<file path="src/wb_pkg.sv">
package wb_pkg;

    // datapath widths
    localparam int xlen       = 32;
    localparam int reg_addr_w = 5;
    localparam int csr_num_w  = 14;
    localparam int ecode_w    = 6;
    localparam int esubcode_w = 9;

    // csr numbers
    localparam logic [csr_num_w-1:0] csr_crmd   = 14'h000;
    localparam logic [csr_num_w-1:0] csr_prmd   = 14'h001;
    localparam logic [csr_num_w-1:0] csr_estat  = 14'h005;
    localparam logic [csr_num_w-1:0] csr_era    = 14'h006;
    localparam logic [csr_num_w-1:0] csr_eentry = 14'h00c;
    localparam logic [csr_num_w-1:0] csr_save0  = 14'h030;
    localparam logic [csr_num_w-1:0] csr_save1  = 14'h031;
    localparam logic [csr_num_w-1:0] csr_save2  = 14'h032;
    localparam logic [csr_num_w-1:0] csr_save3  = 14'h033;

    // crmd fields
    localparam int crmd_plv_lsb = 0;
    localparam int crmd_ie_bit  = 2;
    localparam int crmd_da_bit  = 3;

    // prmd fields
    localparam int prmd_pplv_lsb = 0;
    localparam int prmd_pie_bit  = 2;

    // estat fields
    localparam int estat_ecode_lsb    = 16;
    localparam int estat_esubcode_lsb = 22;

    // load operations from the memory stage
    typedef enum logic [2:0] {
        ld_w  = 3'd0,
        ld_b  = 3'd1,
        ld_bu = 3'd2,
        ld_h  = 3'd3,
        ld_hu = 3'd4
    } ld_op_t;

endpackage

</file>
<file path="src/csr.sv">
module csr (
    input  logic                          clk,
    input  logic                          resetn,
    input  logic [wb_pkg::csr_num_w-1:0]  csr_num,
    input  logic                          csr_we,
    input  logic [wb_pkg::xlen-1:0]       csr_wmask,
    input  logic [wb_pkg::xlen-1:0]       csr_wvalue,
    input  logic                          ertn_flush,
    input  logic                          wb_ex,
    input  logic [wb_pkg::ecode_w-1:0]    wb_ecode,
    input  logic [wb_pkg::esubcode_w-1:0] wb_esubcode,
    input  logic [wb_pkg::xlen-1:0]       wb_pc,
    output logic [wb_pkg::xlen-1:0]       csr_rvalue,
    output logic [wb_pkg::xlen-1:0]       flush_target
);
    import wb_pkg::*;

    logic [1:0]            crmd_plv;
    logic                  crmd_ie;
    logic                  crmd_da;
    logic [1:0]            prmd_pplv;
    logic                  prmd_pie;
    logic [1:0]            estat_is;
    logic [ecode_w-1:0]    estat_ecode;
    logic [esubcode_w-1:0] estat_esubcode;
    logic [xlen-1:0]       era;
    logic [xlen-7:0]       eentry_va;
    logic [xlen-1:0]       save [0:3];

    logic [xlen-1:0] crmd_rv;
    logic [xlen-1:0] prmd_rv;
    logic [xlen-1:0] estat_rv;
    logic [xlen-1:0] eentry_rv;
    logic [xlen-1:0] wmerged;

    // full register views, unimplemented bits read as zero
    always_comb begin
        crmd_rv = '0;
        crmd_rv[crmd_plv_lsb +: 2] = crmd_plv;
        crmd_rv[crmd_ie_bit] = crmd_ie;
        crmd_rv[crmd_da_bit] = crmd_da;

        prmd_rv = '0;
        prmd_rv[prmd_pplv_lsb +: 2] = prmd_pplv;
        prmd_rv[prmd_pie_bit] = prmd_pie;

        estat_rv = '0;
        estat_rv[1:0] = estat_is;
        estat_rv[estat_ecode_lsb +: ecode_w] = estat_ecode;
        estat_rv[estat_esubcode_lsb +: esubcode_w] = estat_esubcode;

        // entry is 64-byte aligned
        eentry_rv = {eentry_va, 6'b000000};
    end

    always_comb begin
        case (csr_num)
            csr_crmd:   csr_rvalue = crmd_rv;
            csr_prmd:   csr_rvalue = prmd_rv;
            csr_estat:  csr_rvalue = estat_rv;
            csr_era:    csr_rvalue = era;
            csr_eentry: csr_rvalue = eentry_rv;
            csr_save0:  csr_rvalue = save[0];
            csr_save1:  csr_rvalue = save[1];
            csr_save2:  csr_rvalue = save[2];
            csr_save3:  csr_rvalue = save[3];
            default:    csr_rvalue = '0;
        endcase
    end

    // old value with the masked bits replaced
    assign wmerged = (csr_rvalue & ~csr_wmask) | (csr_wvalue & csr_wmask);

    always_ff @(posedge clk) begin
        if (!resetn) begin
            crmd_plv       <= 2'b00;
            crmd_ie        <= 1'b0;
            crmd_da        <= 1'b1;
            prmd_pplv      <= 2'b00;
            prmd_pie       <= 1'b0;
            estat_is       <= 2'b00;
            estat_ecode    <= '0;
            estat_esubcode <= '0;
            era            <= '0;
            eentry_va      <= '0;
            for (int i = 0; i < 4; i++) begin
                save[i] <= '0;
            end
        end else if (wb_ex) begin
            prmd_pplv      <= crmd_plv;
            prmd_pie       <= crmd_ie;
            crmd_plv       <= 2'b00;
            crmd_ie        <= 1'b0;
            era            <= wb_pc;
            estat_ecode    <= wb_ecode;
            estat_esubcode <= wb_esubcode;
        end else if (ertn_flush) begin
            crmd_plv <= prmd_pplv;
            crmd_ie  <= prmd_pie;
        end else if (csr_we) begin
            case (csr_num)
                csr_crmd: begin
                    crmd_plv <= wmerged[crmd_plv_lsb +: 2];
                    crmd_ie  <= wmerged[crmd_ie_bit];
                    crmd_da  <= wmerged[crmd_da_bit];
                end
                csr_prmd: begin
                    prmd_pplv <= wmerged[prmd_pplv_lsb +: 2];
                    prmd_pie  <= wmerged[prmd_pie_bit];
                end
                // only the software interrupt bits are writable
                csr_estat:  estat_is  <= wmerged[1:0];
                csr_era:    era       <= wmerged;
                csr_eentry: eentry_va <= wmerged[xlen-1:6];
                csr_save0:  save[0]   <= wmerged;
                csr_save1:  save[1]   <= wmerged;
                csr_save2:  save[2]   <= wmerged;
                csr_save3:  save[3]   <= wmerged;
                default: begin
                end
            endcase
        end
    end

    assign flush_target = wb_ex ? eentry_rv : era;

endmodule

</file>
<file path="src/mem_load_align.sv">
module mem_load_align (
    input  logic                    is_load,
    input  wb_pkg::ld_op_t          load_op,
    input  logic [1:0]              addr_low,
    input  logic [wb_pkg::xlen-1:0] rdata,
    input  logic [wb_pkg::xlen-1:0] alu_result,
    output logic [wb_pkg::xlen-1:0] rf_result
);
    import wb_pkg::*;

    logic [xlen-1:0] shifted;
    logic [xlen-1:0] load_val;

    // byte lane of the addressed data moved down to bit 0
    assign shifted = rdata >> {addr_low, 3'b000};

    always_comb begin
        load_val = rdata;
        case (load_op)
            ld_b: begin
                load_val = {{(xlen-8){shifted[7]}}, shifted[7:0]};
            end
            ld_bu: begin
                load_val = {{(xlen-8){1'b0}}, shifted[7:0]};
            end
            ld_h: begin
                load_val = {{(xlen-16){shifted[15]}}, shifted[15:0]};
            end
            ld_hu: begin
                load_val = {{(xlen-16){1'b0}}, shifted[15:0]};
            end
            default: begin
                // word loads are aligned, take all of it
                load_val = rdata;
            end
        endcase
    end

    assign rf_result = is_load ? load_val : alu_result;

endmodule

</file>
<file path="src/regfile.sv">
module regfile (
    input  logic                          clk,
    input  logic                          we,
    input  logic [wb_pkg::reg_addr_w-1:0] waddr,
    input  logic [wb_pkg::xlen-1:0]       wdata,
    input  logic [wb_pkg::reg_addr_w-1:0] raddr1,
    input  logic [wb_pkg::reg_addr_w-1:0] raddr2,
    output logic [wb_pkg::xlen-1:0]       rdata1,
    output logic [wb_pkg::xlen-1:0]       rdata2
);
    import wb_pkg::*;

    logic [xlen-1:0] rf [0:(1<<reg_addr_w)-1];

    // r0 is never written
    always_ff @(posedge clk) begin
        if (we && waddr != '0) begin
            rf[waddr] <= wdata;
        end
    end

    // no bypass, a same-cycle write shows up next cycle
    assign rdata1 = (raddr1 == '0) ? '0 : rf[raddr1];
    assign rdata2 = (raddr2 == '0) ? '0 : rf[raddr2];

endmodule

</file>
<file path="src/wb_stage.sv">
module wb_stage (
    input  logic                          clk,
    input  logic                          resetn,
    input  logic                          mem_valid,
    input  logic [wb_pkg::xlen-1:0]       mem_pc,
    input  logic                          mem_rf_we,
    input  logic [wb_pkg::reg_addr_w-1:0] mem_rf_waddr,
    input  logic [wb_pkg::xlen-1:0]       mem_rf_result,
    input  logic                          mem_res_from_csr,
    input  logic [wb_pkg::csr_num_w-1:0]  mem_csr_num,
    input  logic                          mem_csr_we,
    input  logic [wb_pkg::xlen-1:0]       mem_csr_wmask,
    input  logic [wb_pkg::xlen-1:0]       mem_csr_wvalue,
    input  logic                          mem_ertn,
    input  logic                          mem_ex,
    input  logic [wb_pkg::ecode_w-1:0]    mem_ecode,
    input  logic [wb_pkg::esubcode_w-1:0] mem_esubcode,
    output logic                          wb_allowin,
    output logic                          rf_we,
    output logic [wb_pkg::reg_addr_w-1:0] rf_waddr,
    output logic [wb_pkg::xlen-1:0]       rf_wdata,
    output logic [wb_pkg::xlen-1:0]       wb_pc,
    output logic                          wb_flush,
    output logic [wb_pkg::xlen-1:0]       flush_target
);
    import wb_pkg::*;

    logic                  wb_valid;
    logic                  wb_ready_go;
    logic                  rf_we_r;
    logic [xlen-1:0]       rf_result_r;
    logic                  res_from_csr_r;
    logic [csr_num_w-1:0]  csr_num_r;
    logic                  csr_we_r;
    logic [xlen-1:0]       csr_wmask_r;
    logic [xlen-1:0]       csr_wvalue_r;
    logic                  ertn_r;
    logic                  ex_r;
    logic [ecode_w-1:0]    ecode_r;
    logic [esubcode_w-1:0] esubcode_r;
    logic                  ertn_valid;
    logic                  ex_valid;
    logic                  csr_we_valid;
    logic [xlen-1:0]       csr_rvalue;

    // last stage never stalls
    assign wb_ready_go = 1'b1;
    assign wb_allowin  = !wb_valid || wb_ready_go;

    always_ff @(posedge clk) begin
        if (!resetn) begin
            wb_valid <= 1'b0;
        end else if (wb_allowin) begin
            wb_valid <= mem_valid;
        end
    end

    always_ff @(posedge clk) begin
        if (mem_valid && wb_allowin) begin
            wb_pc          <= mem_pc;
            rf_we_r        <= mem_rf_we;
            rf_waddr       <= mem_rf_waddr;
            rf_result_r    <= mem_rf_result;
            res_from_csr_r <= mem_res_from_csr;
            csr_num_r      <= mem_csr_num;
            csr_we_r       <= mem_csr_we;
            csr_wmask_r    <= mem_csr_wmask;
            csr_wvalue_r   <= mem_csr_wvalue;
            ertn_r         <= mem_ertn;
            ex_r           <= mem_ex;
            ecode_r        <= mem_ecode;
            esubcode_r     <= mem_esubcode;
        end
    end

    assign ertn_valid   = wb_valid && ertn_r;
    assign ex_valid     = wb_valid && ex_r;
    // an excepting instruction must not change csr state
    assign csr_we_valid = wb_valid && csr_we_r && !ex_r;

    csr csr_inst (
        .clk          (clk),
        .resetn       (resetn),
        .csr_num      (csr_num_r),
        .csr_we       (csr_we_valid),
        .csr_wmask    (csr_wmask_r),
        .csr_wvalue   (csr_wvalue_r),
        .ertn_flush   (ertn_valid),
        .wb_ex        (ex_valid),
        .wb_ecode     (ecode_r),
        .wb_esubcode  (esubcode_r),
        .wb_pc        (wb_pc),
        .csr_rvalue   (csr_rvalue),
        .flush_target (flush_target)
    );

    assign rf_we    = wb_valid && rf_we_r;
    assign rf_wdata = res_from_csr_r ? csr_rvalue : rf_result_r;
    assign wb_flush = ertn_valid || ex_valid;

endmodule

</file>
<file path="src/wb_top.sv">
module wb_top (
    input  logic                          clk,
    input  logic                          resetn,
    input  logic                          mem_valid,
    input  logic [wb_pkg::xlen-1:0]       mem_pc,
    input  logic                          mem_rf_we,
    input  logic [wb_pkg::reg_addr_w-1:0] mem_rf_waddr,
    input  logic [wb_pkg::xlen-1:0]       mem_alu_result,
    input  logic                          mem_is_load,
    input  wb_pkg::ld_op_t                mem_load_op,
    input  logic [wb_pkg::xlen-1:0]       mem_rdata,
    input  logic                          mem_res_from_csr,
    input  logic [wb_pkg::csr_num_w-1:0]  mem_csr_num,
    input  logic                          mem_csr_we,
    input  logic [wb_pkg::xlen-1:0]       mem_csr_wmask,
    input  logic [wb_pkg::xlen-1:0]       mem_csr_wvalue,
    input  logic                          mem_ertn,
    input  logic                          mem_ex,
    input  logic [wb_pkg::ecode_w-1:0]    mem_ecode,
    input  logic [wb_pkg::esubcode_w-1:0] mem_esubcode,
    input  logic [wb_pkg::reg_addr_w-1:0] rf_raddr1,
    input  logic [wb_pkg::reg_addr_w-1:0] rf_raddr2,
    output logic                          wb_allowin,
    output logic [wb_pkg::xlen-1:0]       rf_rdata1,
    output logic [wb_pkg::xlen-1:0]       rf_rdata2,
    output logic [wb_pkg::xlen-1:0]       debug_wb_pc,
    output logic [3:0]                    debug_wb_rf_we,
    output logic [wb_pkg::reg_addr_w-1:0] debug_wb_rf_wnum,
    output logic [wb_pkg::xlen-1:0]       debug_wb_rf_wdata,
    output logic                          wb_flush,
    output logic [wb_pkg::xlen-1:0]       flush_target
);
    import wb_pkg::*;

    logic [xlen-1:0]       mem_rf_result;
    logic                  rf_we;
    logic [reg_addr_w-1:0] rf_waddr;
    logic [xlen-1:0]       rf_wdata;

    // tail of the memory stage
    mem_load_align mem_load_align_inst (
        .is_load    (mem_is_load),
        .load_op    (mem_load_op),
        .addr_low   (mem_alu_result[1:0]),
        .rdata      (mem_rdata),
        .alu_result (mem_alu_result),
        .rf_result  (mem_rf_result)
    );

    wb_stage wb_stage_inst (
        .clk              (clk),
        .resetn           (resetn),
        .mem_valid        (mem_valid),
        .mem_pc           (mem_pc),
        .mem_rf_we        (mem_rf_we),
        .mem_rf_waddr     (mem_rf_waddr),
        .mem_rf_result    (mem_rf_result),
        .mem_res_from_csr (mem_res_from_csr),
        .mem_csr_num      (mem_csr_num),
        .mem_csr_we       (mem_csr_we),
        .mem_csr_wmask    (mem_csr_wmask),
        .mem_csr_wvalue   (mem_csr_wvalue),
        .mem_ertn         (mem_ertn),
        .mem_ex           (mem_ex),
        .mem_ecode        (mem_ecode),
        .mem_esubcode     (mem_esubcode),
        .wb_allowin       (wb_allowin),
        .rf_we            (rf_we),
        .rf_waddr         (rf_waddr),
        .rf_wdata         (rf_wdata),
        .wb_pc            (debug_wb_pc),
        .wb_flush         (wb_flush),
        .flush_target     (flush_target)
    );

    regfile regfile_inst (
        .clk    (clk),
        .we     (rf_we),
        .waddr  (rf_waddr),
        .wdata  (rf_wdata),
        .raddr1 (rf_raddr1),
        .raddr2 (rf_raddr2),
        .rdata1 (rf_rdata1),
        .rdata2 (rf_rdata2)
    );

    // trace port wants a byte-enable style strobe
    assign debug_wb_rf_we    = {4{rf_we}};
    assign debug_wb_rf_wnum  = rf_waddr;
    assign debug_wb_rf_wdata = rf_wdata;

endmodule
</file>
<file path="config.mk">
export PLATFORM = sky130hd
export DESIGN_NAME = wb_top
export DESIGN_NICKNAME = d
export VERILOG_FILES = /design/src/wb_pkg.sv /design/src/csr.sv /design/src/mem_load_align.sv /design/src/regfile.sv /design/src/wb_stage.sv /design/src/wb_top.sv
export SDC_FILE = /design/constraint.sdc
export NUM_CORES = 2
export LEC_CHECK = 0
export BUFFER_PORTS_ARGS = -buffer_cell sky130_fd_sc_hd__buf_4
export CAP_MARGIN = 20
export CELL_PAD_IN_SITES_DETAIL_PLACEMENT = 0
export CELL_PAD_IN_SITES_GLOBAL_PLACEMENT = 2
export CORE_MARGIN = 2
export CORE_UTILIZATION = 40
export CTS_CLUSTER_SIZE = 24
export DETAILED_ROUTE_END_ITERATION = 8
export PLACE_DENSITY = 0.7
export SYNTH_ARGS = -nofsm -noshare
export SYNTH_HDL_FRONTEND = slang
export SYNTH_SLANG_ARGS = --single-unit
</file>
<file path="constraint.sdc">
create_clock -name clk -period 11.4 [get_ports clk]
set_input_delay 2.28 -clock clk [delete_from_list [all_inputs] [get_ports clk]]
set_output_delay 2.28 -clock clk [all_outputs]
set_load 0.01 [all_outputs]
</file>
==> reports/results.tsv <==
stage	metric	value	unit
layout	layout cell share with drive strength beyond 1	33.0	%
pwr	switching power total	2.91	mW
sta	unrepaired setup endpoints after global routing	no	
critical_path	Worst Setup SP	rf_raddr2[1]	
sta	setup total negative slack	0	ns
sta	fin crit period	8.05	ns
clock_network	root buffer cell	clkbuf_16	
synth	Yosys warning total	0	
clock_network	CTS tree	yes	
clock_network	CTS Buf Count	155	
place	Post-DP HPWL	130	mm
global_route	vias in the first global route	39500	
pwr	switch share	24.4	%
synth	register area share after synthesis	64.5	%
floorplan	Die Height	404	um
pwr	P_int	9.01	mW
layout	Layout area overhead	16.8	%
sta	Rel. slew slack	13.1	%
global_route	largest net degree at the start of global routing	146	
floorplan	Core Box Area	159000	um^2
synth	Avg Cell Area, Syn	17.0	um^2
sta	worst slew pin tran	1.30	ns
critical_path	WP data required	9.12	ns
pwr	sequential share of power	49.2	%
sta	Max Fclk	124	MHz
clock_network	clock latency on the worst-skew pair	0.81	ns
sta	Setup Viol. Count Final	0	
routing	Post-Route WL	215	mm
status	status	complete, no violations	
synth	synthesized area	63900	um^2
routing	initial DRC count	4436	
critical_path	worst flop-to-flop path startpoint	wb_stage_inst.csr_num_r[3]	
floorplan	initial core utilization	40.3	%
pwr	Logic pwr share	9.7	%
critical_path	CP endpoint kind	output pin	
synth	Synth Instances	3765	
layout	final core occ	47.1	%
routing	WL/cell	33.8	um
floorplan	FP Rows	146	
sta	Slew Viols, Final	0	
routing	Post-DRT Antenna Nets	0	
critical_path	critical path fanouts, max	145	
clock_network	clock slew at the register clock pins of the worst setup and hold paths	0.06	ns
pwr	static leakage	23.9	nW
clock_network	postcts setup bufs	0	
critical_path	CP startpoint kind	primary input	
critical_path	Worst EP arrival	5.77	ns
synth	Synth Register Bits	1402	
synth	Top FF cell, synth	edfxtp_1	
critical_path	WS Path Type	primary input to output pin	
sta	skew final	0.0371	ns
floorplan	die width	404	um
floorplan	die area	163000	um^2
worst_hold_path	Hold/Removal Path Class	flip-flop to flip-flop	
global_route	GRT Residual Overflow	0	
worst_hold_path	hold path start	wb_stage_inst.csr_inst.estat_esubcode[3]	
floorplan	I/O Pins	387	
global_route	initial antenna violation count	7	
global_route	first-pass GRT wire length	301	mm
routing	via count	39400	
layout	fin nets	4379	
synth	Post-synth EDFFs	1319	
global_route	Overall Global Routing Usage	26.2	%
pwr	Clk pwr share	41.1	%
clock_network	post-cts resize count	0	
synth	Yosys cell types	72	
clock_network	CTS H-tree lvls	4	
routing	TritonRoute pass-1 iters	8	
sta	final period utilization	70.6	%
job	max cap viols	0	
place	port bufs	385	
clock_network	Post-CTS Hold Buffers	0	
pwr	pwr/cell area	160	nW/um^2
pwr	Worst VDD drop	153	uV
clock_network	clock sinks	1402	
place	GP Congestion	0.786	
routing	DRC	0	
synth	asr flop ratio synth	0	%
sta	Final Hold Viols	0	
routing	DR vias/cell	6.19	
clock_network	Max clock buf depth	3	
## synthesized netlist by cell type, drive strengths merged, types with 5 or more instances
library cell,number,area share [%]
a211o,25,0.34
a21oi,128,1.0
a221o,26,0.41
a221oi,48,0.66
a22o,28,0.39
a22oi,45,0.53
a2bb2oi,5,0.068
a31oi,11,0.11
a32o,5,0.078
and2,31,0.30
and3,7,0.068
and3b,14,0.19
buf,131,1.1
clkbuf,162,0.95
dfxtp,83,2.6
edfxtp,1319,62
inv,44,0.26
mux2,111,2.0
mux2i,166,2.6
mux4,484,17
nand2,217,1.3
nand2b,9,0.088
nand3,9,0.070
nand3b,38,0.45
nand4,7,0.078
nor2,190,1.1
nor2b,37,0.36
nor3,118,1.0
nor4,11,0.15
o211ai,8,0.094
o21a,5,0.059
o21ai,71,0.56
o221ai,29,0.40
o22ai,62,0.61
o31ai,18,0.22
o32ai,18,0.25
## kinds of logic (layout without fill, tap and decap cells)
family	Yosys count	in the layout	share of synthesized area (%)
flip-flops	1402	1402	64.5
multiplexers	761	761	21.6
AND/OR/NAND/NOR	708	708	5.45
AO/OA/AOI/OAI	553	553	6.07
buffers and inverters	337	825	2.29
other	2	34	0.0117
XOR/XNOR	2	2	0.0274
## critical path, cell delays in order
cell and delay (ns):
buf_8 0.47, buf_12 0.83, mux4_2 0.37, mux4_2 0.25
inv_1 0.06, a221oi_1 1.07, buf_4 0.28
## power by group through the flow
stage,Combinational [mW],Sequential [mW],Clock [mW]
after global routing,1.22,5.88,5.18
after floorplan,0.619,5.96,0
after CTS,1.16,5.87,4.98
after detailed placement,1.16,5.98,0
after global placement,1.15,5.97,0
final,1.15,5.87,4.90
## metrics by stage
stage | instance area (um^2) | hold slack [ns] | power [mW] | std cells | setup WS (ns)
6_report | 74700 | 0.463 | 11.9 | 6357 | 3.35
5_1_grt | 74700 | 0.486 | 12.3 | 6356 | 3.22
4_1_cts | 74700 | 0.460 | 12.0 | 6354 | 3.43
3_5_place_dp | 69800 | 0.452 | 7.13 | 6076 | 3.43
3_3_place_gp | 69800 | 0.450 | 7.12 | 6076 | 3.46
2_1_floorplan | 64100 | 0.436 | 6.58 | 3796 | 4.95
## metal layers
metal	share of wire (%)	track usage, %	wire (um)	up-vias
met4	2.1	6.34	4580	2
met1	41	36.2	88000	21000
li1	-	-	-	16300
met2	49	43.1	106000	1775
met5	0.0037	0	8	-
met3	7.9	4.50	16900	257
## area by class of cell
class | instances | area [um^2]
repair buffers | 503 | 3900
inverters | 44 | 165
multi-input cells | 2057 | 21900
well taps | 2072 | 2590
fillers | 13600 | 83900
clock inverters | 75 | 781
diodes | 1 | 2.50
flip-flops and latches | 1402 | 41300
clock buffers | 203 | 4110
## worst paths after layout
check	cells after the start	slack, ns	end
max	7	3.35	rf_rdata2[31]
min	2	0.46	wb_stage_inst.csr_inst.estat_esubcode[3]
max reg2reg	7	7.23	regfile_inst.rf[3][26]
min reg2reg	2	0.46	wb_stage_inst.csr_inst.estat_esubcode[3]
## cells in the final DEF, fill, tap and decap left out, drive strengths merged, types with 11 or more instances in the layout
master | synthesis | layout
edfxtp | 1319 | 1319
a211o | 25 | 25
mux2i | 166 | 166
mux2 | 111 | 111
and2 | 31 | 31
and3b | 14 | 14
a21oi | 128 | 128
o21ai | 71 | 71
conb | 2 | 33
a22oi | 45 | 45
mux4 | 484 | 484
a22o | 28 | 28
nor3 | 118 | 118
o32ai | 18 | 18
a221o | 26 | 26
o31ai | 18 | 18
o221ai | 29 | 29
inv | 44 | 51
dfxtp | 83 | 83
o22ai | 62 | 62
clkbuf | 162 | 204
a221oi | 48 | 48
a31oi | 11 | 11
nand3b | 38 | 38
nand2 | 217 | 217
clkinv | 0 | 55
nor2b | 37 | 37
nor4 | 11 | 11
buf | 131 | 502
nor2 | 190 | 190
## registers in the layout, summed over array words and instances, names as in the netlist, 2 cells and up
| signal | cells |
|---|---|
| wb_stage_inst.rf_waddr | 5 |
| wb_stage_inst.wb_pc | 32 |
| wb_stage_inst.csr_inst.estat_is | 2 |
| wb_stage_inst.csr_inst.crmd_plv | 2 |
| wb_stage_inst.rf_result_r | 32 |
| wb_stage_inst.csr_inst.estat_esubcode | 9 |
| wb_stage_inst.csr_inst.estat_ecode | 6 |
| wb_stage_inst.csr_num_r | 14 |
| wb_stage_inst.csr_wvalue_r | 32 |
| regfile_inst.rf | 1024 |
| wb_stage_inst.csr_inst.prmd_pplv | 2 |
| wb_stage_inst.csr_inst.era | 32 |
| wb_stage_inst.csr_inst.eentry_va | 26 |
| wb_stage_inst.csr_wmask_r | 32 |
| wb_stage_inst.esubcode_r | 9 |
| wb_stage_inst.ecode_r | 6 |
| wb_stage_inst.csr_inst.save | 128 |
(Power assumes the default switching activity.)
